File: src/isaPkg.sv
package isaPkg;

	localparam int dataWidth = 32;  // architectural word size
	localparam int pcWidth   = 8;   // program memory is 256 words
	localparam int regCount  = 32;  // general purpose registers

	typedef logic [4:0] regAddr;  // register specifier

	// primary opcode, bits 31:26
	typedef enum logic [5:0] {
		RType   = 6'd0,   // funct selects the operation
		j       = 6'd2,
		jal     = 6'd3,
		beq     = 6'd4,
		addi    = 6'd8,
		slti    = 6'd10,
		andi    = 6'd12,
		ori     = 6'd13,
		xori    = 6'd14,
		lw      = 6'd35,
		sw      = 6'd43,
		hltInst = 6'd63   // stops the core until reset
	} opcodeT;

	// R-type function field, bits 5:0
	typedef enum logic [5:0] {
		sll  = 6'd0,
		srl  = 6'd2,
		jr   = 6'd8,
		add  = 6'd32,
		addu = 6'd33,
		sub  = 6'd34,
		subu = 6'd35,
		andF = 6'd36,
		orF  = 6'd37,
		xorF = 6'd38,
		norF = 6'd39,
		slt  = 6'd42,
		sgt  = 6'd43  // nonstandard, kept from the original ISA
	} functT;

	typedef struct packed {
		opcodeT     opcode;
		regAddr     rs;
		regAddr     rt;
		regAddr     rd;
		logic [4:0] shamt;  // shift amount for sll and srl
		functT      funct;
	} rFormat;

	typedef struct packed {
		opcodeT      opcode;
		regAddr      rs;
		regAddr      rt;
		logic [15:0] imm16;  // extension depends on the opcode
	} iFormat;

	typedef struct packed {
		opcodeT      opcode;
		logic [25:0] target26;  // word index, only low pcWidth bits matter
	} jFormat;

	// one fetched word, read through whichever format the opcode implies
	typedef union packed {
		rFormat rFmt;
		iFormat iFmt;
		jFormat jFmt;
	} instrWord;

endpackage

File: src/regFile.sv
`timescale 1ns/100ps

module regFile (
	input  logic                         clk,
	input  logic                         rst,
	input  isaPkg::regAddr               rsAddr,
	input  isaPkg::regAddr               rtAddr,
	output logic [isaPkg::dataWidth-1:0] rsData,
	output logic [isaPkg::dataWidth-1:0] rtData,
	input  logic                         we,
	input  isaPkg::regAddr               wAddr,
	input  logic [isaPkg::dataWidth-1:0] wData
);

	logic [isaPkg::dataWidth-1:0] regs [isaPkg::regCount];

	// r0 is hardwired, whatever was written there never shows
	assign rsData = (rsAddr == '0) ? '0 : regs[rsAddr];
	assign rtData = (rtAddr == '0) ? '0 : regs[rtAddr];

	always_ff @(posedge clk) begin
		if (!rst) begin
			for (int k = 0; k < isaPkg::regCount; k++) begin
				regs[k] <= '0;  // whole file starts clean
			end
		end else if (we) begin
			regs[wAddr] <= wData;  // new value visible next cycle
		end
	end

endmodule

File: config.mk
export PLATFORM = sky130hd
export DESIGN_NAME = regFile
export DESIGN_NICKNAME = d
export VERILOG_FILES = /design/src/isaPkg.sv /design/src/regFile.sv
export SDC_FILE = /design/constraint.sdc
export NUM_CORES = 2
export LEC_CHECK = 0
export BUFFER_PORTS_ARGS = -buffer_cell sky130_fd_sc_hd__buf_4
export CELL_PAD_IN_SITES_DETAIL_PLACEMENT = 1
export CELL_PAD_IN_SITES_GLOBAL_PLACEMENT = 1
export CORE_UTILIZATION = 40
export CTS_CLUSTER_SIZE = 10
export DETAILED_ROUTE_END_ITERATION = 12
export PLACE_DENSITY = 0.63
export SYNTH_ARGS = -nofsm -noshare
export SYNTH_HDL_FRONTEND = slang
export SYNTH_SLANG_ARGS = --single-unit
File: constraint.sdc
create_clock -name clk -period 4.5 [get_ports clk]
set_clock_uncertainty 0.1 [all_clocks]
set_input_delay 0 -clock clk [delete_from_list [all_inputs] [get_ports clk]]
set_output_delay 0 -clock clk [all_outputs]
set_load 0.01 [all_outputs]
* Yosys cells after proc, flatten, opt, wreduce, memory -nomap -nowiden *
Memory sizes are Yosys's and may differ from the RTL's.
Index checks and enable logic that the tools add are counted.

storage, ports and cells
  register bits = 0
  RAM bits = 1024
  input port bits = 50
  memories = 1

operators by class
  multiplexer cells = 9
  reduce and logical (&&, ||, !) cells = 3

memory list
  name  depth  width  rd ports  clocked after memory_dff  write ports  line           RTL
  regs  32     32     2         0                         32           regFile.sv:15  logic [isaPkg::dataWidth-1:0] regs [isaPkg::regCount];

operator list
  cell              number
  $mux 32           3
  $reduce_or 32->1  1
  $logic_not 5->1   2
  $mux 1            5
  $mux 5            1

* Longest topological paths before layout *
  depth in word-level cells = 5
  gate-level depth with buffers = 9

* Worst setup path before layout *
OpenSTA, ideal clock, no wires.

  kind = input -> register
  from = in rst
  to = mem regs[24][0] (netlist bit) (enable)
  arrival time = 3.141 ns
  data required time = 3.934 ns
  path slack = 0.793 ns
  stages on the path = 6
  path buffers = 3
  path through = buf_2 > nand2_1 > or3_1 > clkbuf_1 > clkbuf_1 > o21ai_0

RTL lines
  item                line           RTL
  start: declaration  regFile.sv:5   input logic rst,
  end: declaration    regFile.sv:15

==> results by group <==
Outcome
  • Status: complete, no violations

Power
  • Max rail drop VDD: 338.9 µV
  • Leak Pwr: 20.93 nW
  • Power Dens Cells: 375.0 nW/µm²

Synthesis
  • Cells after synthesis: 3561
  • Asr flop ratio synth: 0
  • Ys flop type: edfxtp_1
  • Post-synth EDFFs: 1024
  • Sequential-to-total area share from yosys stat: 0.5656
  • Synth Net Count: 3611
  • FF+latch count, synth: 1024
  • Warning count from the yosys run: 0
  • Yosys top cell by area: edfxtp_1
  • Mean Syn Cell Area: 15.27 µm²
  • Post-synth top area share: 0.5656
  • Ranking of synthesized cells by area: edfxtp_1 57%, mux4_2 19%, and2_1 12%
  • Synth Cell Area: 54370 µm²
  • Synth cell types: 42

Detailed routing
  • Vias per Instance: 6.473
  • Via Count: 35194
  • Detailed Route Iter0 Violations: 4262
  • Avg WL per Cell: 37.25 µm
  • DRC Markers: 0
  • WL final: 202500 µm
  • Number of routed nets with antenna violations: 0
  • Pre-antenna DRT Iters: 6

Placement
  • Placed Area: 57770 µm²
  • Dpl cells: 5224
  • Final HPWL DP: 126200 µm
  • PortBufs: 113
  • GPL Wtd Cong: 0.8736

Layout
  • Synth-to-layout area growth: 12.94%
  • Layout filler cell count: 12990
  • Non-Filler Instances: 5437
  • Largest registers: regs: 1024 flops
  • Layout cells sized above 1: 0.2721
  • Most flop-heavy register: regs
  • Cell area after layout: 61400 µm²
  • Max FFs per register: 1024
  • Total Nets Final: 3658

STA
  • Post-route setup TNS: 0 ps
  • WHS: 162.5 ps
  • RSZ-0062 raised after global routing: false
  • FMAX: 272.6 MHz
  • Fin. Hold Viols: 0
  • Max_slew headroom: 0.1125
  • Final Cycle Share: 0.8151
  • Worst-Margin Slew: 1326 ps
  • Final critical-path required period: 3668 ps
  • Final setup fails: 0
  • Fin. max-slew vios: 0

Global route
  • Grt ovf: 0
  • Largest net degree at the start of global routing: 94
  • Number of global-route vias before repair: 37410
  • Gr usage total: 0.2946
  • Initial antenna violation count: 21
  • First-pass GRT wire length: 282800 µm

Floorplanning
  • Ports: 114
  • Initial Util: 0.4054
  • Die width: 370.7 µm
  • Die H: 370.7 µm
  • Core area: 134100 µm²
  • Die area: 137400 µm²
  • Num rows: 134

Clock network
  • CTS Buffer Depth: 3
  • TritonCTS clock tree: built
  • Clk sinks: 1024
  • CTS Root Cell: clkbuf_16
  • Post-cts resize count: 0
  • Clock slew at reported path FFs: 60 ps
  • CTS buffer count: 118
  • H-tree depth: 3

Setup path
  • Crit-path max FO: 2
  • CP max-delay cell: a2111oi_0
  • Setup CP Type: flop to primary output
  • Startpoint types: flop
  • Crit-path cells: mux4_2 -> a22o_1 -> a2111oi_0 -> nor3_1 -> buf_4
  • CP required: 4400 ps
  • Worst EP arrival: 3570 ps
  • Critical Path End Type: primary output
  • CP peak stage delay: 990 ps

Hold path
  • Hold path start: wAddr[4]
  • Endpoint of the worst hold path: regs[8][13]$_SDFFCE_PN0P_
  • Hold path cells: 3
  • Worst Hold Class: input pin to flop

Flow run
  • MaxCap Viol Count: 0
-- cells in the mapped netlist (3+ instances only) --
master,instances
a2111oi_0,57
a2111oi_1,4
a211oi_1,6
a21oi_1,10
a221oi_1,4
a22o_1,51
a22oi_1,18
a32o_1,4
and2_1,1027
buf_1,21
buf_2,58
buf_4,30
buf_6,11
clkbuf_1,275
edfxtp_1,1024
inv_1,3
mux2_2,34
mux2i_1,161
mux4_2,464
nand2_1,10
nand2b_1,5
nand3_1,5
nand3b_1,5
nor2_1,38
nor2b_1,17
nor3_1,54
nor4_1,5
o21ai_0,32
o221ai_1,5
o22ai_1,103
or3_1,3
or3b_2,3
-- metal layers --
metal	global-route usage	routed length, µm
met3	0.05568	17870
met4	0.1181	8487
met1	0.3835	78130
met5	0	93
met2	0.4855	97950
-- layout by cell type (no fill, tap or decap), types with 16 or more instances in the layout --
cell type      instances
clkbuf_16            123
edfxtp_1            1024
a22oi_1               18
and2_1              1026
nor2_4                17
nor2_2                16
clkbuf_1              32
nor3_1                54
o21ai_4               32
dlygate4sd3_1         32
a2111oi_0             57
o22ai_1              103
mux2i_1              161
mux4_2               464
a22o_1                51
buf_4                272
mux2_2                34
-- final cells by class --
class | count | area, µm² | share of cell area
diodes | 9 | 22.52 | 0.0003668
clock buffers | 155 | 3198 | 0.05208
clock inverters | 17 | 93.84 | 0.001528
inverters | 3 | 11.26 | 0.0001834
multi-input cells | 2137 | 22390 | 0.3646
flip-flops and latches | 1024 | 30750 | 0.5008
well taps | 1768 | 2212 | 0.03603
repair buffers | 324 | 2730 | 0.04446
-- report_power, final --
| part | switching (mW) | internal, mW |
|---|---|---|
| clock | 3.85 | 4.87 |
| combinational | 1.74 | 1.25 |
| sequential | 0.302 | 11.0 |
-- worst max-delay path: cells and delay by family (launching register included) --
kind | cells | cell delay [ps]
buffers and inverters | 1 | 270
AOI/OAI and AO/OA | 2 | 1260
and+or+nand+nor | 1 | 410
muxes | 1 | 480
DFF | 1 | 410
-- timing repair --
| item | CTS | global route |
|---|---|---|
| hold buffers | 32 | 0 |
| hold endpoints to repair | 1024 | 0 |
| setup buffers | 0 | 0 |
-- cell families (layout without fill, tap and decap cells) --
| logic type | count (synthesis) | in the layout | share of synthesized area |
|---|---|---|---|
| mux | 659 | 659 | 0.2289 |
| flops | 1024 | 1024 | 0.5656 |
| compound gates | 298 | 298 | 0.03990 |
| buf+inv | 400 | 499 | 0.03295 |
| simple gates | 1180 | 1180 | 0.1327 |
| other cells | 0 | 9 | 0 |
-- worst max-delay path by stage --
stage	startpoint	endpoint
after CTS	regs[31][3]$_SDFFCE_PN0P_	rtData[3]
after global routing	regs[26][15]$_SDFFCE_PN0P_	rtData[15]
after floorplan	rst	regs[24][0]$_SDFFCE_PN0P_
after global placement	rtAddr[0]	rtData[27]
after detailed placement	rtAddr[0]	rtData[27]
final	regs[31][3]$_SDFFCE_PN0P_	rtData[3]
-- per-stage QoR --
step	util	setup slack [ps]	total power, mW
floorplan	-	793.1	13.08
global placement	0.4307	950.4	14.33
detailed placement	0.4307	1000	14.43
CTS	0.4576	943.1	23.10
global route	0.4577	837.4	23.53
finish	0.4578	832.2	23.03
No activity file was read; power rests on OpenSTA's default activity.
