[config.mk]
export PLATFORM = sky130hd
export DESIGN_NAME = controlUnit
export DESIGN_NICKNAME = d
export VERILOG_FILES = /design/src/isaPkg.sv /design/src/coreCtrlPkg.sv /design/src/controlUnit.sv
export SDC_FILE = /design/constraint.sdc
export NUM_CORES = 1
export LEC_CHECK = 0
export BUFFER_PORTS_ARGS = -buffer_cell sky130_fd_sc_hd__buf_2
export CORE_AREA = 2 2 39 41
export DETAILED_ROUTE_END_ITERATION = 6
export DIE_AREA = 0 0 41 43
export PLACE_DENSITY_LB_ADDON = 0.05
export SYNTH_ARGS = -nofsm -noshare
export SYNTH_HDL_FRONTEND = slang
export SYNTH_SLANG_ARGS = --single-unit
[constraint.sdc]
create_clock -name vclk -period 3.9
set_clock_uncertainty 0.1 [all_clocks]
set_input_delay 0.39 -clock vclk [all_inputs]
set_output_delay 0.39 -clock vclk [all_outputs]
set_load 0.1 [all_outputs]
[src/isaPkg.sv]
package isaPkg;

	localparam int dataWidth = 32;  // architectural word size
	localparam int pcWidth   = 8;   // program memory is 256 words
	localparam int regCount  = 32;  // general purpose registers

	typedef logic [4:0] regAddr;  // register specifier

	// primary opcode, bits 31:26
	typedef enum logic [5:0] {
		RType   = 6'd0,   // funct selects the operation
		j       = 6'd2,
		jal     = 6'd3,
		beq     = 6'd4,
		addi    = 6'd8,
		slti    = 6'd10,
		andi    = 6'd12,
		ori     = 6'd13,
		xori    = 6'd14,
		lw      = 6'd35,
		sw      = 6'd43,
		hltInst = 6'd63   // stops the core until reset
	} opcodeT;

	// R-type function field, bits 5:0
	typedef enum logic [5:0] {
		sll  = 6'd0,
		srl  = 6'd2,
		jr   = 6'd8,
		add  = 6'd32,
		addu = 6'd33,
		sub  = 6'd34,
		subu = 6'd35,
		andF = 6'd36,
		orF  = 6'd37,
		xorF = 6'd38,
		norF = 6'd39,
		slt  = 6'd42,
		sgt  = 6'd43  // nonstandard, kept from the original ISA
	} functT;

	typedef struct packed {
		opcodeT     opcode;
		regAddr     rs;
		regAddr     rt;
		regAddr     rd;
		logic [4:0] shamt;  // shift amount for sll and srl
		functT      funct;
	} rFormat;

	typedef struct packed {
		opcodeT      opcode;
		regAddr      rs;
		regAddr      rt;
		logic [15:0] imm16;  // extension depends on the opcode
	} iFormat;

	typedef struct packed {
		opcodeT      opcode;
		logic [25:0] target26;  // word index, only low pcWidth bits matter
	} jFormat;

	// one fetched word, read through whichever format the opcode implies
	typedef union packed {
		rFormat rFmt;
		iFormat iFmt;
		jFormat jFmt;
	} instrWord;

endpackage

[src/coreCtrlPkg.sv]
package coreCtrlPkg;

	localparam int dmemWords     = 64;  // data memory depth in words
	localparam int dmemAddrWidth = 6;   // log2 of dmemWords

	// ALU operation codes, same numbering as the original control unit
	typedef enum logic [3:0] {
		aluAdd = 4'd0,
		aluSub = 4'd1,
		aluAnd = 4'd2,
		aluOr  = 4'd3,
		aluXor = 4'd4,
		aluNor = 4'd5,
		aluSlt = 4'd6,
		aluSgt = 4'd7,
		aluSll = 4'd8,
		aluSrl = 4'd9
	} aluOpT;

	typedef struct packed {
		logic  regDst;      // write rd instead of rt
		logic  link;        // jal, write pc+1 to r31
		logic  memReadEn;   // load from data memory
		logic  memToReg;    // write-back takes memory data
		logic  memWriteEn;  // store to data memory
		logic  regWriteEn;  // register file write
		logic  aluSrc;      // ALU b operand is the immediate
		logic  zeroExt;     // zero-extend imm16 for logic immediates
		logic  branch;      // beq
		logic  jump;        // j and jal
		logic  jumpReg;     // jr
		logic  hlt;         // halt the core
		aluOpT aluOp;
	} ctrlWord;

	// what the instruction at the pc does when it commits
	typedef struct packed {
		logic [isaPkg::pcWidth-1:0]   pc;
		logic                         regWrite;
		isaPkg::regAddr               regDst;
		logic [isaPkg::dataWidth-1:0] regData;
		logic                         memWrite;
		logic [dmemAddrWidth-1:0]     memAddr;
		logic [isaPkg::dataWidth-1:0] memData;
	} retireInfo;

endpackage

[src/controlUnit.sv]
`timescale 1ns/100ps

module controlUnit (
	input  isaPkg::instrWord     instr,
	input  logic                 rst,
	output coreCtrlPkg::ctrlWord ctrl
);

	isaPkg::opcodeT opcode;
	isaPkg::functT  funct;

	assign opcode = instr.rFmt.opcode;
	assign funct  = instr.rFmt.funct;  // only meaningful for RType

	always_comb begin
		ctrl = '0;  // unknown opcodes fall through as no-ops
		if (rst) begin
			case (opcode)
				isaPkg::hltInst: begin
					ctrl.hlt = 1'b1;
				end

				isaPkg::RType: begin
					ctrl.regDst     = 1'b1;  // result goes to rd
					ctrl.regWriteEn = 1'b1;
					case (funct)
						isaPkg::add, isaPkg::addu: ctrl.aluOp = coreCtrlPkg::aluAdd;
						isaPkg::sub, isaPkg::subu: ctrl.aluOp = coreCtrlPkg::aluSub;
						isaPkg::andF: ctrl.aluOp = coreCtrlPkg::aluAnd;
						isaPkg::orF:  ctrl.aluOp = coreCtrlPkg::aluOr;
						isaPkg::xorF: ctrl.aluOp = coreCtrlPkg::aluXor;
						isaPkg::norF: ctrl.aluOp = coreCtrlPkg::aluNor;
						isaPkg::slt:  ctrl.aluOp = coreCtrlPkg::aluSlt;
						isaPkg::sgt:  ctrl.aluOp = coreCtrlPkg::aluSgt;
						isaPkg::sll:  ctrl.aluOp = coreCtrlPkg::aluSll;  // shifts rt by shamt
						isaPkg::srl:  ctrl.aluOp = coreCtrlPkg::aluSrl;
						isaPkg::jr: begin
							ctrl.regDst     = 1'b0;
							ctrl.regWriteEn = 1'b0;  // jr writes no register
							ctrl.jumpReg    = 1'b1;
						end
						default: begin
							ctrl.regDst     = 1'b0;  // unknown funct is a no-op too
							ctrl.regWriteEn = 1'b0;
						end
					endcase
				end

				isaPkg::j: begin
					ctrl.jump = 1'b1;
				end

				isaPkg::jal: begin
					ctrl.jump       = 1'b1;
					ctrl.link       = 1'b1;  // r31 gets pc+1
					ctrl.regDst     = 1'b1;
					ctrl.regWriteEn = 1'b1;
				end

				isaPkg::beq: begin
					ctrl.branch = 1'b1;
					ctrl.aluOp  = coreCtrlPkg::aluSub;  // zero flag means equal
				end

				isaPkg::addi: begin
					ctrl.regWriteEn = 1'b1;  // to rt
					ctrl.aluSrc     = 1'b1;
				end

				isaPkg::slti: begin
					ctrl.regWriteEn = 1'b1;
					ctrl.aluSrc     = 1'b1;
					ctrl.aluOp      = coreCtrlPkg::aluSlt;
				end

				isaPkg::andi, isaPkg::ori, isaPkg::xori: begin
					ctrl.regWriteEn = 1'b1;
					ctrl.aluSrc     = 1'b1;
					ctrl.zeroExt    = 1'b1;  // logic immediates are unsigned
					if (opcode == isaPkg::andi) ctrl.aluOp = coreCtrlPkg::aluAnd;
					else if (opcode == isaPkg::ori) ctrl.aluOp = coreCtrlPkg::aluOr;
					else ctrl.aluOp = coreCtrlPkg::aluXor;
				end

				isaPkg::lw: begin
					ctrl.memReadEn  = 1'b1;
					ctrl.memToReg   = 1'b1;
					ctrl.regWriteEn = 1'b1;
					ctrl.aluSrc     = 1'b1;  // address is rs + imm
				end

				isaPkg::sw: begin
					ctrl.memWriteEn = 1'b1;
					ctrl.aluSrc     = 1'b1;
				end

				default: ;
			endcase
		end
	end

endmodule

# After elaboration in Yosys (flattened, before gate mapping)
# Cells that the tools add are included.
[op_classes]
n_eq_ne = 23
reduce_logical = 8
n_mux = 18
[ops]
columns = ["operator", "n"]
rows = [
  ["$eq A6 B6 Y1 const B", 13],
  ["$eq A6 B4 Y1 const B", 6],
  ["$pmux W4 S9", 1],
  ["$eq A6 B2 Y1 const B", 3],
  ["$mux W16", 1],
  ["$pmux W4 S4", 1],
  ["$reduce_or A7 Y1", 2],
  ["$logic_not A6 Y1", 2],
  ["$reduce_or A12 Y1", 1],
  ["$mux W1", 10],
  ["$eq A6 B3 Y1 const B", 1],
  ["$mux W4", 1],
  ["$pmux W1 S2", 2],
  ["$reduce_or A2 Y1", 2],
  ["$mux W3", 1],
  ["$reduce_or A3 Y1", 1],
  ["$mux W2", 1],
]
[totals]
register_bits = 0
out_inout_bits = 16
elab_cells = 49
in_bits = 33

# Logic depth before layout (Yosys ltp)
[logic_depth]
ltp_word = 5
depth_mapped = 5
mapped_depth_nobuf = 4

# Worst setup path before layout
# Ideal clock, no wire load.
[synth_timing]
kind = "input to output"
startpoint = "input port instr[26] (netlist name)"
endpoint = "output port ctrl[13] (netlist name)"
stages = 4
path_buffers = 2
setup_slack_ns = -1.019
t_required_ns = 3.410
arrival_ns = 4.429
cell_sequence = "clkbuf_1 nand3b_1 nor4_1 buf_4"
[synth_lines]
columns = ["item", "line", "source"]
rows = [
  ["start: declaration", "controlUnit.sv:4", "input isaPkg::instrWord instr,"],
  ["end: declaration", "controlUnit.sv:6", "output coreCtrlPkg::ctrlWord ctrl"],
]

==> summary.txt <==
status: complete, no violations
IO buf count: 29
routed vias/inst: 5.15
Synth Area in Adders: 0
worst hold path type: in2out
Setup Viol. Count Final: 0
max cap viols: 0
Die Ht: 43 µm
RSZ-0062 raised after global routing: false
Via Count: 530
placed insts: 103
Synth Area in Compound Gates: 0.306
minimum clock period after layout: 2.60 ns
total iterations of the first detailed-routing run: 4
GRT Util Overall: 0.129
CP startpoint kind: input port
largest net degree at the start of global routing: 11
post-detailed-route DRC marker count: 0
largest family of logic cells by synthesized area: simple AND/OR/NAND/NOR gates
met3 usage: 0
Yosys warnings: 0
Leak: 0.256 nW
seq_cells: 0
post-synthesis cell count: 63
Max-slew headroom: 0.677
non-filler cells, final: 103
most frequent cells in the layout: buf_2 (29), nand2_1 (7), nor2_1 (6), nand3_1 (5), nand2b_1 (4)
CP Data Required Time: 3.41 ns
total power: 49.7 µW
Fin Hold WS: 1.16 ns
met1 usage: 0.196
Layout area overhead: 40.1%
Starting Density: 0.278
Post-Syn Area: 384 µm²
Total Wirelength: 1.09 mm
number of global-route vias before repair: 414
Arr. time, crit path: 2.11 ns
syn_area_per_cell: 6.10 µm²
pwr dens: 92.3 nW/µm²
first-pass GRT wire length: 1.73 mm
multiplexer share of the synthesized area: 0
Net Count, Synth: 96
CP endpoint kind: output port
Routed WL per cell: 10.6 µm
GRT Residual Overflow: 0
Iter 0 DRT Violations: 10
Final Slew Violations: 0
Synth top area share: 0.0684
post-route cell area: 538 µm²
grt peak-use layer: met2
Top Ports: 49
top cells by area, synth: nand2_1 (6.8%), nand2b_1 (6.5%), nand3_1 (6.5%), nor2_1 (5.9%), nor3b_1 (5.9%)
Post-DP HPWL: 874 µm
count of different cell masters after synthesis: 30
share of cells above drive strength 1: 0.391
Resized Gates After CTS: 0
Clock Buffer Count: 0
Core Footprint: 1380 µm²
chip width: 41 µm
Post-CTS Hold Fix Bufs: 0
setup repair bufs after CTS: 0
crit path from: instr[3]
kind of critical path: in2out
NumNets Final: 122
placed instance area: 538 µm²
initial antenna violation count: 0
worst hold path stage count: 3
fmax: 0.385 GHz
setup_tns: 0 ns
Final period util: 0.666
commonest non-fill, non-tap cell in the layout: buf_2
die area: 1760 µm²
hold path startpoint: instr[1]
GR Util met2: 0.209
row cnt: 14
register area: 0 µm²
Max VDD drop: 0.0310 mV
post-synthesis xor/xnor area fraction: 0.0228
Fin. Hold Viols: 0
post-route antenna net violation count: 0
Synth Area in Simple Gates: 0.564
Seq/Total Area, Yosys: 0
crit path max fanout: 9
cell taking the most area after synthesis: nand2_1
worst-margin pin slew: 0.473 ns
GP Congestion: 0.718
number of inserted diodes: 0
## Yosys cell counts (2+ instances only)
library cell and instances:
nor3_1 3, inv_1 3, o21ai_0 2, nand2_1 7, a21o_1 2, a2bb2oi_1 2
clkbuf_1 3, nand2b_1 4, a21oi_1 2, nor4_1 2, nor2_1 6, nand3_1 5
and2_1 2, nor2b_1 2, nor3b_1 3
## final timing paths
path	endpoint
worst max-delay path	ctrl[1]
worst min-delay path	ctrl[5]
## metrics by stage
step / setup WS [ns] / util
floorplan: 0.120 / -
global placement: 1.31 / 0.389
detailed placement: 1.32 / 0.389
CTS: 1.31 / 0.389
global route: 1.23 / 0.389
finish: 1.30 / 0.389
## power by group
part | switching, mW | internal (mW)
clock network | 0 | 0
registers | 0 | 0
logic | 0.0340 | 0.0157
total | 0.0340 | 0.0157
## area by class of cell
cell class,instances,area (µm²)
Fill cell,158,846
Multi-Input combinational cell,55,362
Timing Repair Buffer,29,145
Inverter,3,11.3
Tap cell,16,20.0
## metal layers
metal | wire, µm | part of all wire
met2 | 536 | 0.49
met4 | 0 | 0
met1 | 495 | 0.45
met3 | 59 | 0.054
met5 | 0 | 0
## worst max-delay path, stage by stage
cell and delay, ns:
buf_2 0.15, or3_1 0.36, a222oi_1 0.29, nand3_1 0.19
o32ai_2 0.27, buf_2 0.46
## kinds of logic after synthesis
logic type	count (synthesis)
AO/OA/AOI/OAI	15
AND/OR/NAND/NOR	39
buffers and inverters	8
XOR/XNOR	1
(Power assumes the default switching activity.)
