--- src/isaPkg.sv ---
package isaPkg;

	localparam int dataWidth = 32;  // architectural word size
	localparam int pcWidth   = 8;   // program memory is 256 words
	localparam int regCount  = 32;  // general purpose registers

	typedef logic [4:0] regAddr;  // register specifier

	// primary opcode, bits 31:26
	typedef enum logic [5:0] {
		RType   = 6'd0,   // funct selects the operation
		j       = 6'd2,
		jal     = 6'd3,
		beq     = 6'd4,
		addi    = 6'd8,
		slti    = 6'd10,
		andi    = 6'd12,
		ori     = 6'd13,
		xori    = 6'd14,
		lw      = 6'd35,
		sw      = 6'd43,
		hltInst = 6'd63   // stops the core until reset
	} opcodeT;

	// R-type function field, bits 5:0
	typedef enum logic [5:0] {
		sll  = 6'd0,
		srl  = 6'd2,
		jr   = 6'd8,
		add  = 6'd32,
		addu = 6'd33,
		sub  = 6'd34,
		subu = 6'd35,
		andF = 6'd36,
		orF  = 6'd37,
		xorF = 6'd38,
		norF = 6'd39,
		slt  = 6'd42,
		sgt  = 6'd43  // nonstandard, kept from the original ISA
	} functT;

	typedef struct packed {
		opcodeT     opcode;
		regAddr     rs;
		regAddr     rt;
		regAddr     rd;
		logic [4:0] shamt;  // shift amount for sll and srl
		functT      funct;
	} rFormat;

	typedef struct packed {
		opcodeT      opcode;
		regAddr      rs;
		regAddr      rt;
		logic [15:0] imm16;  // extension depends on the opcode
	} iFormat;

	typedef struct packed {
		opcodeT      opcode;
		logic [25:0] target26;  // word index, only low pcWidth bits matter
	} jFormat;

	// one fetched word, read through whichever format the opcode implies
	typedef union packed {
		rFormat rFmt;
		iFormat iFmt;
		jFormat jFmt;
	} instrWord;

endpackage

--- src/coreCtrlPkg.sv ---
package coreCtrlPkg;

	localparam int dmemWords     = 64;  // data memory depth in words
	localparam int dmemAddrWidth = 6;   // log2 of dmemWords

	// ALU operation codes, same numbering as the original control unit
	typedef enum logic [3:0] {
		aluAdd = 4'd0,
		aluSub = 4'd1,
		aluAnd = 4'd2,
		aluOr  = 4'd3,
		aluXor = 4'd4,
		aluNor = 4'd5,
		aluSlt = 4'd6,
		aluSgt = 4'd7,
		aluSll = 4'd8,
		aluSrl = 4'd9
	} aluOpT;

	typedef struct packed {
		logic  regDst;      // write rd instead of rt
		logic  link;        // jal, write pc+1 to r31
		logic  memReadEn;   // load from data memory
		logic  memToReg;    // write-back takes memory data
		logic  memWriteEn;  // store to data memory
		logic  regWriteEn;  // register file write
		logic  aluSrc;      // ALU b operand is the immediate
		logic  zeroExt;     // zero-extend imm16 for logic immediates
		logic  branch;      // beq
		logic  jump;        // j and jal
		logic  jumpReg;     // jr
		logic  hlt;         // halt the core
		aluOpT aluOp;
	} ctrlWord;

	// what the instruction at the pc does when it commits
	typedef struct packed {
		logic [isaPkg::pcWidth-1:0]   pc;
		logic                         regWrite;
		isaPkg::regAddr               regDst;
		logic [isaPkg::dataWidth-1:0] regData;
		logic                         memWrite;
		logic [dmemAddrWidth-1:0]     memAddr;
		logic [isaPkg::dataWidth-1:0] memData;
	} retireInfo;

endpackage

--- src/alu.sv ---
`timescale 1ns/100ps

module alu (
	input  coreCtrlPkg::aluOpT           op,
	input  logic [isaPkg::dataWidth-1:0] a,       // rs
	input  logic [isaPkg::dataWidth-1:0] b,       // rt or extended immediate
	input  logic [4:0]                   shamt,
	output logic [isaPkg::dataWidth-1:0] result,
	output logic                         zero
);

	logic lessThan;     // signed a < b
	logic greaterThan;  // signed a > b

	assign lessThan    = $signed(a) < $signed(b);
	assign greaterThan = $signed(a) > $signed(b);

	always_comb begin
		case (op)
			coreCtrlPkg::aluAdd: result = a + b;  // no overflow trap
			coreCtrlPkg::aluSub: result = a - b;
			coreCtrlPkg::aluAnd: result = a & b;
			coreCtrlPkg::aluOr:  result = a | b;
			coreCtrlPkg::aluXor: result = a ^ b;
			coreCtrlPkg::aluNor: result = ~(a | b);
			coreCtrlPkg::aluSlt: begin
				result = '0;
				result[0] = lessThan;
			end
			coreCtrlPkg::aluSgt: begin
				result = '0;
				result[0] = greaterThan;
			end
			coreCtrlPkg::aluSll: result = b << shamt;  // shifts ignore a
			coreCtrlPkg::aluSrl: result = b >> shamt;  // logical, zero fill
			default:             result = '0;
		endcase
	end

	assign zero = (result == '0);  // beq equality test

endmodule

--- config.mk ---
export PLATFORM = sky130hd
export DESIGN_NAME = alu
export DESIGN_NICKNAME = d
export VERILOG_FILES = /design/src/isaPkg.sv /design/src/coreCtrlPkg.sv /design/src/alu.sv
export SDC_FILE = /design/constraint.sdc
export NUM_CORES = 1
export LEC_CHECK = 0
export ABC_AREA = 0
export BUFFER_PORTS_ARGS = -buffer_cell sky130_fd_sc_hd__buf_2
export CAP_MARGIN = 20
export CORE_MARGIN = 2
export CORE_UTILIZATION = 65
export DETAILED_ROUTE_END_ITERATION = 7
export PLACE_DENSITY_LB_ADDON = 0.05
export SYNTH_ARGS = -nofsm -noshare
export SYNTH_HDL_FRONTEND = slang
export SYNTH_SLANG_ARGS = --single-unit
export TNS_END_PERCENT = 10
--- constraint.sdc ---
create_clock -name vclk -period 6.7
set_clock_uncertainty 0.1 [all_clocks]
set_input_delay 0.335 -clock vclk [all_inputs]
set_output_delay 0.335 -clock vclk [all_outputs]
set_load 0.01 [all_outputs]
== Word level (Yosys, flattened, before mapping) ==
Cells that the tools add are included.
Storage, ports and cells
  bits in registers: 0
  logic and storage cells: 22
Operators by class
  multiplexer cells: 1
  magnitude comparators: 2
  bitwise operators: 4
  shifts and indexed selects: 2
  equal/unequal tests: 9
  reduce and logical (&&, ||, !) cells: 2
  add/subtract/negate cells: 2
Operators with widths (count)
  $pmux W32 S10: 1
  $add A32 B32 Y32: 1
  $and A32 B32 Y32: 1
  $gt A32 B32 Y1: 1
  $logic_not A32 Y1: 1
  $lt A32 B32 Y1: 1
  $not A32 Y32: 1
  $or A32 B32 Y32: 1
  $shl A32 B5 Y32: 1
  $shr A32 B5 Y32: 1
  $sub A32 B32 Y32: 1
  $xor A32 B32 Y32: 1
  $eq A4 B3 Y1 const B: 4
  $eq A4 B2 Y1 const B: 2
  $eq A4 B4 Y1 const B: 2
  $eq A4 B1 Y1 const B: 1
  $logic_not A4 Y1: 1

== Longest topological paths before layout ==
  depth in word-level cells: 4
  gate-level depth with buffers: 16
  depth with buffers taken out: 14

== Least setup slack after synthesis ==
Ideal clock, no wire load.
  kind: input to output
  from: in b[8] (netlist name)
  to: out zero
  arrival time: 3.491 ns
  required time: 6.265 ns
  stages on the path: 15
  path slack: 2.774 ns
  cells stage by stage: clkbuf_1 -> inv_1 -> ha_1 -> buf_2 -> nor2_1 -> a221oi_1 -> o21ai_0 -> nor2_1 -> o211a_1 -> a221o_1 -> a21o_1 -> or4_4 -> nor4b_2 -> and4b_1 -> and4_1
Between the ends
  elaborated cells on any way between the ends: 12
  those cells by class: add/sub (2); order compare (2); shift (2); mux (1); bitwise (4); reduce/logical (1)
RTL lines
  start, declared: line alu.sv:6  | input logic [isaPkg::dataWidth-1:0] b,
  $sub A32 B32 Y32, or another cell as far along: line alu.sv:21  | coreCtrlPkg::aluSub: result = a - b;
  $pmux W32 S10 *: line alu.sv:19  | case (op)
  net result, one bit: line alu.sv:8  | output logic [isaPkg::dataWidth-1:0] result,
  $logic_not A32 Y1 *: line alu.sv:40  | assign zero = (result == '0);
  end, declared: line alu.sv:9  | output logic zero
The timed path passes the listed nets; every way through them passes the cells marked *.

== Worst setup path in the final report ==
  from: in shamt[0]
  to: out zero
Between the ends
  word-level cells in the longest chain between the ends: 3
  elaborated cells on any way between the ends: 4
  those cells by class: shift (2); mux (1); reduce/logical (1)
Ends and longest elaborated chain
  start, declared: line alu.sv:7  | input logic [4:0] shamt,
  $shr A32 B5 Y32 / $shl A32 B5 Y32 (equally long branches): line alu.sv:35, alu.sv:34
  $pmux W32 S10 *: line alu.sv:19
  $logic_not A32 Y1 *: line alu.sv:40
Mark *: on every way between the ends. The rest lies on a longest branch, timed or not.

==> summary.txt <==
Die
  – Starting Density: 66.1%
  – I/O pin cnt: 106
  – Die area: 16400 µm²
  – Die Wd: 128 µm
  – DIE HEIGHT: 128 µm
  – Core area: 15100 µm²
  – Row Count: 45

Synth
  – Cell count after synthesis: 1457
  – Top-area cell type share of the netlist area: 12.0%
  – Cell taking the most area after synthesis: ha_1
  – Yosys warns: 0
  – Mapped Avg Cell Area: 6.85 µm²
  – Synth area leaders: ha_1 12%, mux4_2 7.9%, mux2i_1 7.6%
  – Count leader, synth: nor2_1
  – Yosys cell types: 86
  – Sequential-to-total area share from yosys stat: 0%
  – Mapped cell area: 9970 µm²
  – Top post-synthesis cells by count: 148 x nor2_1, 127 x nand2_1, 121 x a21oi_1
  – Syn nets: 1628

Timing
  – Final hold violation count: 0
  – Slew Limit Headroom: 17.3%
  – WHS: 1430 ps
  – Total negative slack: 0 ps
  – Period Utilization, post-route: 78.4%
  – F_max: 190 MHz
  – Final setup vio count: 0
  – Worst slew pin tran: 1230 ps
  – Period minus WS final: 5250 ps
  – Final slew viol count: 0
  – Unrepaired setup endpoints after global routing: false

Worst hold path
  – Hold Path Depth: 8
  – Worst hold path type: in2out
  – Hold EP: result[2]
  – Hold path start: b[4]

Drt
  – Final wirelength: 45600 µm
  – Vias: 13107
  – Detailed Routing Iterations Pass 1: 8
  – Avg WL per Cell: 27.7 µm
  – Detail Route Antenna Nets: 0
  – Residual DRC count: 1
  – Via density: 7.95
  – DR iter-0 viols: 2370

GRT
  – Total gr overflow: 0
  – Initial antenna violation count: 4
  – Global-route wire length before repair: 68500 µm
  – Largest net degree at the start of global routing: 80
  – Vias in the first global route: 11592
  – Total Routing Usage GR: 53.9%

Cells and area
  – Final nets: 1634
  – N_diodes: 0
  – Flip-flop and latch count: 0
  – Share of post-route cells with drive strength above 1: 14.6%
  – FF+latch area: 0 µm²
  – Area Growth Syn to Fin: 3.58%
  – Clock buffers: 0
  – Final core utilization: 68.5%

Placed design
  – Port Buffers: 106
  – Detail Placement HPWL: 34900 µm
  – Routability Congestion: 1.27

Power and ir drop
  – Seq pwr share: 0%
  – Clock share of power: 0%
  – Pleak: 0.00448 µW
  – VDD IR max: 0.0000517 V
  – P_sw: 619 µW
  – Logic pwr share: 100.0%
  – Pint: 324 µW
  – Switching fraction of total power: 65.6%
  – Cell Pwr Density: 91.2 nW/µm²

Clock network
  – Resized cells post-CTS: 0
  – CTS Hold Bufs: 0
  – Setup Fix Bufs, Post-CTS: 0

Worst setup path
  – Crit. End Element: output port
  – Setup CP Type: in2out
  – Worst-path maximum fanout: 45
  – Startpoint type of the worst setup path: input pin
  – Worst path required time: 6260 ps
  – Worst endpoint data arrival time: 4820 ps

Run status
  – Outcome: finished, violations left
  – Failing checks: DRC

Run
  – Max-cap violation count: 0
## metal layers
| layer | GRT usage (%) | part of all wire (%) | vias up |
|---|---|---|---|
| li1 | - | - | 5536 |
| met1 | 68.2 | 34 | 5848 |
| met2 | 78.3 | 39 | 1365 |
| met3 | 16.0 | 16 | 356 |
| met4 | 37.7 | 10 | 2 |
| met5 | 0 | 0.029 | - |
## critical path, stage by stage
cell and delay [ps]:
buf_2 720, buf_4 450, nand2b_1 290, o22ai_1 660, mux2i_1 370, mux2i_1 390
nand2_1 90, o211ai_1 190, a211oi_1 110, mux2_2 300, o22ai_1 340, and4b_1 250
and4_1 160, buf_2 130
## cell families (layout without fill, tap and decap cells)
| logic type | Yosys count | count (layout) | synth area share [%] |
|---|---|---|---|
| buf+inv | 225 | 229 | 9.95 |
| mux | 131 | 131 | 17.8 |
| fa+ha+maj | 98 | 98 | 12.4 |
| simple gates | 483 | 483 | 23.6 |
| compound gates | 508 | 508 | 35.2 |
| xor+xnor | 12 | 12 | 1.05 |
## worst max-delay path by stage
stage,cells after the start,slack (ps),endpoint,from
3_3_place_gp,14,1890,zero,shamt[0]
5_1_grt,14,1390,zero,shamt[0]
4_1_cts,13,1790,zero,shamt[0]
6_report,14,1450,zero,shamt[0]
3_5_place_dp,13,1800,zero,shamt[0]
2_1_floorplan,15,2770,zero,b[8]
## metrics by stage
step           instances  total power [µW]  instance area (µm²)  setup slack [ps]
2_1_floorplan       1457               610                 9970              2770
3_3_place_gp        1647               870                10300              1890
3_5_place_dp        1648               881                10300              1800
4_1_cts             1648               886                10300              1790
5_1_grt             1649               981                10300              1390
6_report            1649               942                10300              1450
## cell usage in the layout, fill, tap and decap left out, types with 11 or more instances in the layout
master      n
nor2_1    148
nand2_1   127
a21oi_1   121
buf_2     106
inv_1      98
ha_1       96
mux2i_1    76
o21ai_0    72
nand3_1    42
mux4_2     35
nor3_1     32
o211ai_1   29
a211oi_1   29
a22oi_1    28
a221oi_1   28
o22ai_1    23
buf_4      22
mux2_2     20
nand4_1    19
nor2b_1    18
nand2b_1   17
a21o_1     17
o21a_1     17
o31ai_1    17
a211o_1    14
a31oi_1    12
o221ai_1   12
nor4_1     11
## power by group through the flow
stage	clock [µW]	combinational (µW)	sequential, µW
3_3_place_gp	0	870	0
5_1_grt	0	981	0
2_1_floorplan	0	610	0
4_1_cts	0	886	0
6_report	0	942	0
3_5_place_dp	0	881	0
## cell type report
cell class / count / area [µm²]
inverter: 100 / 375
multi-input combinational: 1232 / 9010
fill: 1387 / 4760
timing repair buffer: 129 / 711
tap: 188 / 235
(Power assumes the default switching activity.)
