[config.mk]
export PLATFORM = sky130hd
export DESIGN_NAME = fetchUnit
export DESIGN_NICKNAME = d
export VERILOG_FILES = /design/src/isaPkg.sv /design/src/coreCtrlPkg.sv /design/src/fetchUnit.sv
export SDC_FILE = /design/constraint.sdc
export NUM_CORES = 1
export LEC_CHECK = 0
export BUFFER_PORTS_ARGS = -buffer_cell sky130_fd_sc_hd__buf_2
export CORE_MARGIN = 2
export CORE_UTILIZATION = 39
export CTS_CLUSTER_DIAMETER = 50
export DETAILED_ROUTE_END_ITERATION = 7
export GPL_TIMING_DRIVEN = 1
export MAX_ROUTING_LAYER = met4
export PLACE_DENSITY_LB_ADDON = 0.15
export SYNTH_ARGS = -nofsm -noshare
export SYNTH_HDL_FRONTEND = slang
export SYNTH_SLANG_ARGS = --single-unit
[constraint.sdc]
create_clock -name clk -period 6.5 [get_ports clk]
set_input_delay 0 -clock clk [delete_from_list [all_inputs] [get_ports clk]]
set_output_delay 0 -clock clk [all_outputs]
set_load 0.02 [all_outputs]
[src/isaPkg.sv]
package isaPkg;

	localparam int dataWidth = 32;  // architectural word size
	localparam int pcWidth   = 8;   // program memory is 256 words
	localparam int regCount  = 32;  // general purpose registers

	typedef logic [4:0] regAddr;  // register specifier

	// primary opcode, bits 31:26
	typedef enum logic [5:0] {
		RType   = 6'd0,   // funct selects the operation
		j       = 6'd2,
		jal     = 6'd3,
		beq     = 6'd4,
		addi    = 6'd8,
		slti    = 6'd10,
		andi    = 6'd12,
		ori     = 6'd13,
		xori    = 6'd14,
		lw      = 6'd35,
		sw      = 6'd43,
		hltInst = 6'd63   // stops the core until reset
	} opcodeT;

	// R-type function field, bits 5:0
	typedef enum logic [5:0] {
		sll  = 6'd0,
		srl  = 6'd2,
		jr   = 6'd8,
		add  = 6'd32,
		addu = 6'd33,
		sub  = 6'd34,
		subu = 6'd35,
		andF = 6'd36,
		orF  = 6'd37,
		xorF = 6'd38,
		norF = 6'd39,
		slt  = 6'd42,
		sgt  = 6'd43  // nonstandard, kept from the original ISA
	} functT;

	typedef struct packed {
		opcodeT     opcode;
		regAddr     rs;
		regAddr     rt;
		regAddr     rd;
		logic [4:0] shamt;  // shift amount for sll and srl
		functT      funct;
	} rFormat;

	typedef struct packed {
		opcodeT      opcode;
		regAddr      rs;
		regAddr      rt;
		logic [15:0] imm16;  // extension depends on the opcode
	} iFormat;

	typedef struct packed {
		opcodeT      opcode;
		logic [25:0] target26;  // word index, only low pcWidth bits matter
	} jFormat;

	// one fetched word, read through whichever format the opcode implies
	typedef union packed {
		rFormat rFmt;
		iFormat iFmt;
		jFormat jFmt;
	} instrWord;

endpackage

[src/coreCtrlPkg.sv]
package coreCtrlPkg;

	localparam int dmemWords     = 64;  // data memory depth in words
	localparam int dmemAddrWidth = 6;   // log2 of dmemWords

	// ALU operation codes, same numbering as the original control unit
	typedef enum logic [3:0] {
		aluAdd = 4'd0,
		aluSub = 4'd1,
		aluAnd = 4'd2,
		aluOr  = 4'd3,
		aluXor = 4'd4,
		aluNor = 4'd5,
		aluSlt = 4'd6,
		aluSgt = 4'd7,
		aluSll = 4'd8,
		aluSrl = 4'd9
	} aluOpT;

	typedef struct packed {
		logic  regDst;      // write rd instead of rt
		logic  link;        // jal, write pc+1 to r31
		logic  memReadEn;   // load from data memory
		logic  memToReg;    // write-back takes memory data
		logic  memWriteEn;  // store to data memory
		logic  regWriteEn;  // register file write
		logic  aluSrc;      // ALU b operand is the immediate
		logic  zeroExt;     // zero-extend imm16 for logic immediates
		logic  branch;      // beq
		logic  jump;        // j and jal
		logic  jumpReg;     // jr
		logic  hlt;         // halt the core
		aluOpT aluOp;
	} ctrlWord;

	// what the instruction at the pc does when it commits
	typedef struct packed {
		logic [isaPkg::pcWidth-1:0]   pc;
		logic                         regWrite;
		isaPkg::regAddr               regDst;
		logic [isaPkg::dataWidth-1:0] regData;
		logic                         memWrite;
		logic [dmemAddrWidth-1:0]     memAddr;
		logic [isaPkg::dataWidth-1:0] memData;
	} retireInfo;

endpackage

[src/fetchUnit.sv]
`timescale 1ns/100ps

module fetchUnit (
	input  logic                         clk,
	input  logic                         rst,
	input  isaPkg::instrWord             instr,
	input  coreCtrlPkg::ctrlWord         ctrl,
	input  logic                         zero,    // ALU result of rs-rt was 0
	input  logic [isaPkg::dataWidth-1:0] rsData,  // jr target
	output logic [isaPkg::pcWidth-1:0]   pc,
	output logic                         halted
);

	logic [isaPkg::pcWidth-1:0] pcInc;     // sequential successor
	logic [isaPkg::pcWidth-1:0] brOffset;  // imm16 cut to pc width
	logic [isaPkg::pcWidth-1:0] brTarget;
	logic [isaPkg::pcWidth-1:0] nextPc;

	assign pcInc    = pc + 1'b1;
	assign brOffset = instr.iFmt.imm16[isaPkg::pcWidth-1:0];  // sign bits above wrap away
	assign brTarget = pcInc + brOffset;  // relative to the following instruction

	// no delay slot, the chosen target is fetched right after this commit
	always_comb begin
		if (ctrl.hlt) begin
			nextPc = pc;  // hlt leaves the pc on itself
		end else if (ctrl.jumpReg) begin
			nextPc = rsData[isaPkg::pcWidth-1:0];
		end else if (ctrl.jump) begin
			nextPc = instr.jFmt.target26[isaPkg::pcWidth-1:0];
		end else if (ctrl.branch && zero) begin
			nextPc = brTarget;  // beq taken
		end else begin
			nextPc = pcInc;
		end
	end

	always_ff @(posedge clk) begin
		if (!rst) begin
			pc     <= '0;
			halted <= 1'b0;
		end else if (!halted) begin  // frozen once halted, until reset
			pc     <= nextPc;
			halted <= ctrl.hlt;
		end
	end

endmodule

* Word-level counts from Yosys, hierarchy flattened *
Index checks and enable logic that the tools add are counted.

word-level totals
  word-level logic and storage cells = 12
  flip-flop bits (word level) = 9
  output and inout bits = 9
  input port bits = 83

cells by class
  mux-type cells = 4
  reduce and logical (&&, ||, !) cells = 2
  bitwise operators = 2
  add/subtract/negate cells = 2

operators by type and width
  kind                                          count
  2-to-1 mux 8 bit                              3
  adder 8 x 1 -> 8 bit (second input constant)  1
  adder 8 bit                                   1
  inverter 1 bit                                2
  AND reduction 2 bit                           1
  logical AND 1 bit                             1
  2-to-1 mux 1 bit                              1

* Depth between registers and ports, before layout *
  depth in word-level cells = 5
  gate-level depth with buffers = 10
  mapped depth without buffers = 10

* Worst setup path before layout *
OpenSTA, ideal clock, no wires.

  path type = register -> register
  from = reg pc[0] (netlist bit)
  to = reg pc[7] (netlist bit)
  clock period less this slack = 2.563 ns
  path buffers = 0
  arrival = 2.477 ns
  path slack = 3.937 ns
  stages on the path, launching flop included = 10
  setup time = 0.086 ns
  data required time = 6.414 ns
  cell sequence = dfxtp_1 > ha_1 > nand3_1 > xnor2_1 > ha_1 > a21o_1 > a2111o_1 > and2_4 > a31o_1 > a221oi_2

between the ends
  longest elaborated chain between the ends = 5

ends and longest elaborated chain
  item                      RTL line         source
  from (decl)               fetchUnit.sv:10  output logic [isaPkg::pcWidth-1:0] pc,
  from (signal assigned)    fetchUnit.sv:43  pc <= nextPc;
  adder 8 x 1 -> 8 bit (*)  fetchUnit.sv:19  assign pcInc = pc + 1'b1;
  adder 8 bit               fetchUnit.sv:21  assign brTarget = pcInc + brOffset;
  2-to-1 mux 8 bit (*)      fetchUnit.sv:31  end else if (ctrl.branch && zero) begin
  2-to-1 mux 8 bit (*)      fetchUnit.sv:29  end else if (ctrl.jump) begin
  2-to-1 mux 8 bit (*)      fetchUnit.sv:27  end else if (ctrl.jumpReg) begin

Mark *: on every way between the ends. The rest lies on a longest branch, timed or not.
A chain may end at the register's enable or synchronous reset.

* Final worst setup path *
Same ends and word-level chain as after synthesis.

==> Implementation_results.wiki <==
{| class="wikitable"
! Metric !! Value
|-
| Clock Latency Late Sink || about 0.26 ns
|-
| Post-synthesis compound-gate area fraction || 32.9%
|-
| Mean area per synthesized cell || 7.40 um^2
|-
| Required time reported for the critical path endpoint || about 6.7 ns
|-
| Layout cells sized above 1 || 23.3%
|-
| Final-layout worst hold slack || 0.00239 ns
|-
| Post-detailed-route wirelength per cell || 13.9 um
|-
| Setup clock skew after layout || 0.00194 ns
|-
| Final-layout setup total negative slack || 0 ns
|-
| Multiplexer area fraction after synthesis || 3.93%
|-
| Total I/O pin count || a little over 90
|-
| Critical-path cell list || ha_1 > nand3_1 > xnor2_1 > ha_1 > a21o_1 > a2111o_1 > and2_4 > a31o_1 > a221oi_2
|-
| Fraction of registers with async set or reset after synthesis || 0%
|-
| Slew Limit Headroom || 51.0%
|-
| Die boundary width || 55.9 um
|-
| Cell with the biggest individual delay on the critical path || sky130_fd_sc_hd__dfxtp_1
|-
| Placement row count || 18
|-
| Achievable clock frequency || 362 MHz
|-
| Post-Synthesis Cells || 142
|-
| Worst setup path startpoint || pc[0]$_SDFFE_PN0P_
|-
| Hold Violations, Final || 0
|-
| Largest net degree at the start of global routing || 21
|-
| Crit Reg-Reg Startpoint || pc[0]$_SDFFE_PN0P_
|-
| Grt total ovfl || 0
|-
| Final HPWL DP || 2250 um
|-
| First-pass DRT Iterations || 4
|-
| Register area share after synthesis || 17.1%
|-
| Vias in the first global route || between 1000 and 1500
|-
| Hold/Removal Path Class || input port to flop
|-
| Adder and majority cell fraction of the synthesized area || 12.6%
|-
| Arrival time of the worst setup path || 2.93 ns
|-
| Main combinational cell family by area after synthesis || compound AO/OA/AOI/OAI gates
|-
| Wirelength, routed || 2820 um
|-
| Count of antenna-violating nets left after detailed routing || 0
|-
| Initial antenna violation count || 0
|-
| Clock root cell || sky130_fd_sc_hd__clkbuf_4
|-
| Dominant synthesized flop cell || sky130_fd_sc_hd__dfxtp_1
|-
| Simple-gate share of the synthesized area || 21.5%
|-
| Highest fanout seen on the critical path || 8
|-
| Post-synthesis to final-layout area growth || 19.6%
|-
| Number of gates given a new drive strength after cts || 0
|-
| Delay of the slowest cell on the worst path || 0.50 ns
|-
| Buf/Inv on CP || 0
|-
| Initial core utilization || between 40% and 50%
|-
| Number of enable flip-flop cells after synthesis || 0
|-
| Synth Area in XOR/XNOR || 5.83%
|-
| Total of max-cap violations || 0
|-
| Global-route wire length before repair || 4670 um
|-
| Synth Warn # || 0
|-
| Top area cells in the synthesized netlist || sky130_fd_sc_hd__dfxtp_1 (17%), sky130_fd_sc_hd__ha_1 (11%), sky130_fd_sc_hd__a21oi_1 (8.1%)
|-
| Buffer levels on the longest clock path || 2
|-
| Area share of the leading cell type in the synthesized netlist || between 10% and 20%
|-
| Category of cells accounting for the largest share of critical-path delay || compound AO/OA/AOI/OAI gates
|-
| Endpoint kind of the worst setup timing path || flop
|-
| Total number of nets in the final design || ~270
|-
| Result of the run || finished clean
|-
| Core area || 2520 um^2
|-
| Setup repair after global routing missed its margin || no
|-
| Violation count after the first detailed-routing iteration || 26
|-
| Final setup violation count || 0
|-
| Most common cell after layout, fill and taps aside || sky130_fd_sc_hd__buf_2
|-
| Max Slew Vio Count || 0
|-
| Peak supply drop || between 100 and 150 uV
|-
| TritonCTS clock tree || done
|-
| Detailed-route via count || 1158
|-
| Number of buffers inserted by port buffering || 31
|-
| Flops & latches, synth || 9
|-
| Most frequent CP cell || sky130_fd_sc_hd__ha_1
|-
| Count of distinct cell types in the synthesized netlist || 43
|-
| Actual slew at the worst max-slew pin || 0.732 ns
|-
| Type of the setup path with the least slack || flop to flop
|-
| PwrDens || between 150 and 200 nW/um^2
|-
| Final period utilization || 42.5%
|-
| Global-route usage over all layers || 19.0%
|-
| Leak pwr || about 0.64 nW
|-
| H-tree levels || 1
|-
| Post-route DRC || 0
|-
| Clock slew at reported path FFs || 0.06 ns
|-
| Most frequent cells in the layout || sky130_fd_sc_hd__buf_2 (31), sky130_fd_sc_hd__a21oi_1 (17), sky130_fd_sc_hd__nor2_1 (13)
|-
| DR vias/cell || 5.73
|-
| Vertical die dimension || 55.9 um
|-
| Count of antenna diodes in the layout || 0
|-
| Area of the die || 3130 um^2
|-
| Setup crit start kind || flop
|-
| Post-route minimum period || 2.76 ns
|-
| Biggest area consumer among synthesized cells || sky130_fd_sc_hd__dfxtp_1
|-
| Summed instance area of the synthesized netlist || 1050 um^2
|-
| Sinks on the clock net || 9
|-
| GP Congestion || 0.811
|-
| Post-synth net total || 235
|-
| Hold path startpoint || rsData[0]
|-
| Clock buffer count from CTS || 3
|}
-- synthesized netlist by cell type (all sizes together), types with 3 or more instances --
library cell	count
a21oi	17
nand2	8
o21ai	9
xor2	4
nand3	5
nor2	13
ha	9
and3	4
xnor2	3
mux2i	3
inv	10
dfxtp	9
a21o	3
clkbuf	5
-- sequential cells by signal, summed over array words and instances (netlist names) --
name,flops
halted,1
pc,8
-- worst paths after layout --
path / endpoint / slack, ns / depth (start not counted)
setup / recovery: pc[7]$_SDFFE_PN0P_ / 3.74 / 9
hold / removal: pc[0]$_SDFFE_PN0P_ / 0.002 / 3
setup reg to reg: pc[7]$_SDFFE_PN0P_ / 3.74 / 9
hold reg to reg: pc[2]$_SDFFE_PN0P_ / 0.57 / 2
-- layout make-up --
class | count | area (um^2)
clock buffer | 4 | 26.3
inverter | 11 | 41.3
timing repair buffer | 32 | 165
multi-input combinational | 116 | 807
tap | 30 | 37.5
fill | 281 | 1260
sequential | 9 | 180
-- layer usage --
layer	up-vias	GRT usage (%)	routed length, um	share of wire [%]
li1	586	-	-	-
met1	539	22.2	1240	44
met5	-	-	0	0
met4	0	3.06	20	0.71
met2	29	33.8	1410	50
met3	4	4.42	147	5.2
-- where the power goes --
group	switching, mW	internal [mW]
clock network	0.0206	0.0237
logic	0.0466	0.0363
registers	0.00657	0.0593
total	0.0738	0.119
-- worst register-to-register path, cell delays in order, from the launching register on --
cell	delay (ns)
sky130_fd_sc_hd__dfxtp_1	0.50
sky130_fd_sc_hd__ha_1	0.27
sky130_fd_sc_hd__nand3_1	0.11
sky130_fd_sc_hd__xnor2_1	0.22
sky130_fd_sc_hd__ha_1	0.31
sky130_fd_sc_hd__a21o_1	0.20
sky130_fd_sc_hd__a2111o_1	0.41
sky130_fd_sc_hd__and2_4	0.18
sky130_fd_sc_hd__a31o_1	0.18
sky130_fd_sc_hd__a221oi_2	0.28
-- stage by stage --
stage	power, mW	setup WS [ns]	utilization (%)	cell area, um^2	instances
6_report	0.193	3.74	49.9	1260	202
5_1_grt	0.208	3.58	49.9	1260	202
4_1_cts	0.194	3.74	49.9	1260	202
3_5_place_dp	0.149	3.77	48.4	1220	197
3_3_place_gp	0.146	3.82	48.4	1220	197
2_1_floorplan	0.125	3.94	-	1050	142
-- logic make-up (layout without fill, tap and decap cells) --
family / Yosys count / after routing
DFF: 9 / 9
adders and majority gates: 10 / 10
and+or+nand+nor: 44 / 44
muxes: 4 / 4
AOI/OAI and AO/OA: 51 / 51
buffers and inverters: 17 / 47
xor gates and xnor gates: 7 / 7
-- repair_timing --
item | 4_1_cts | 5_1_grt
buffers inserted | 0 | 0
hold endpoints to repair | 1 | 0
hold buffers | 1 | 0
(Power assumes the default switching activity.)
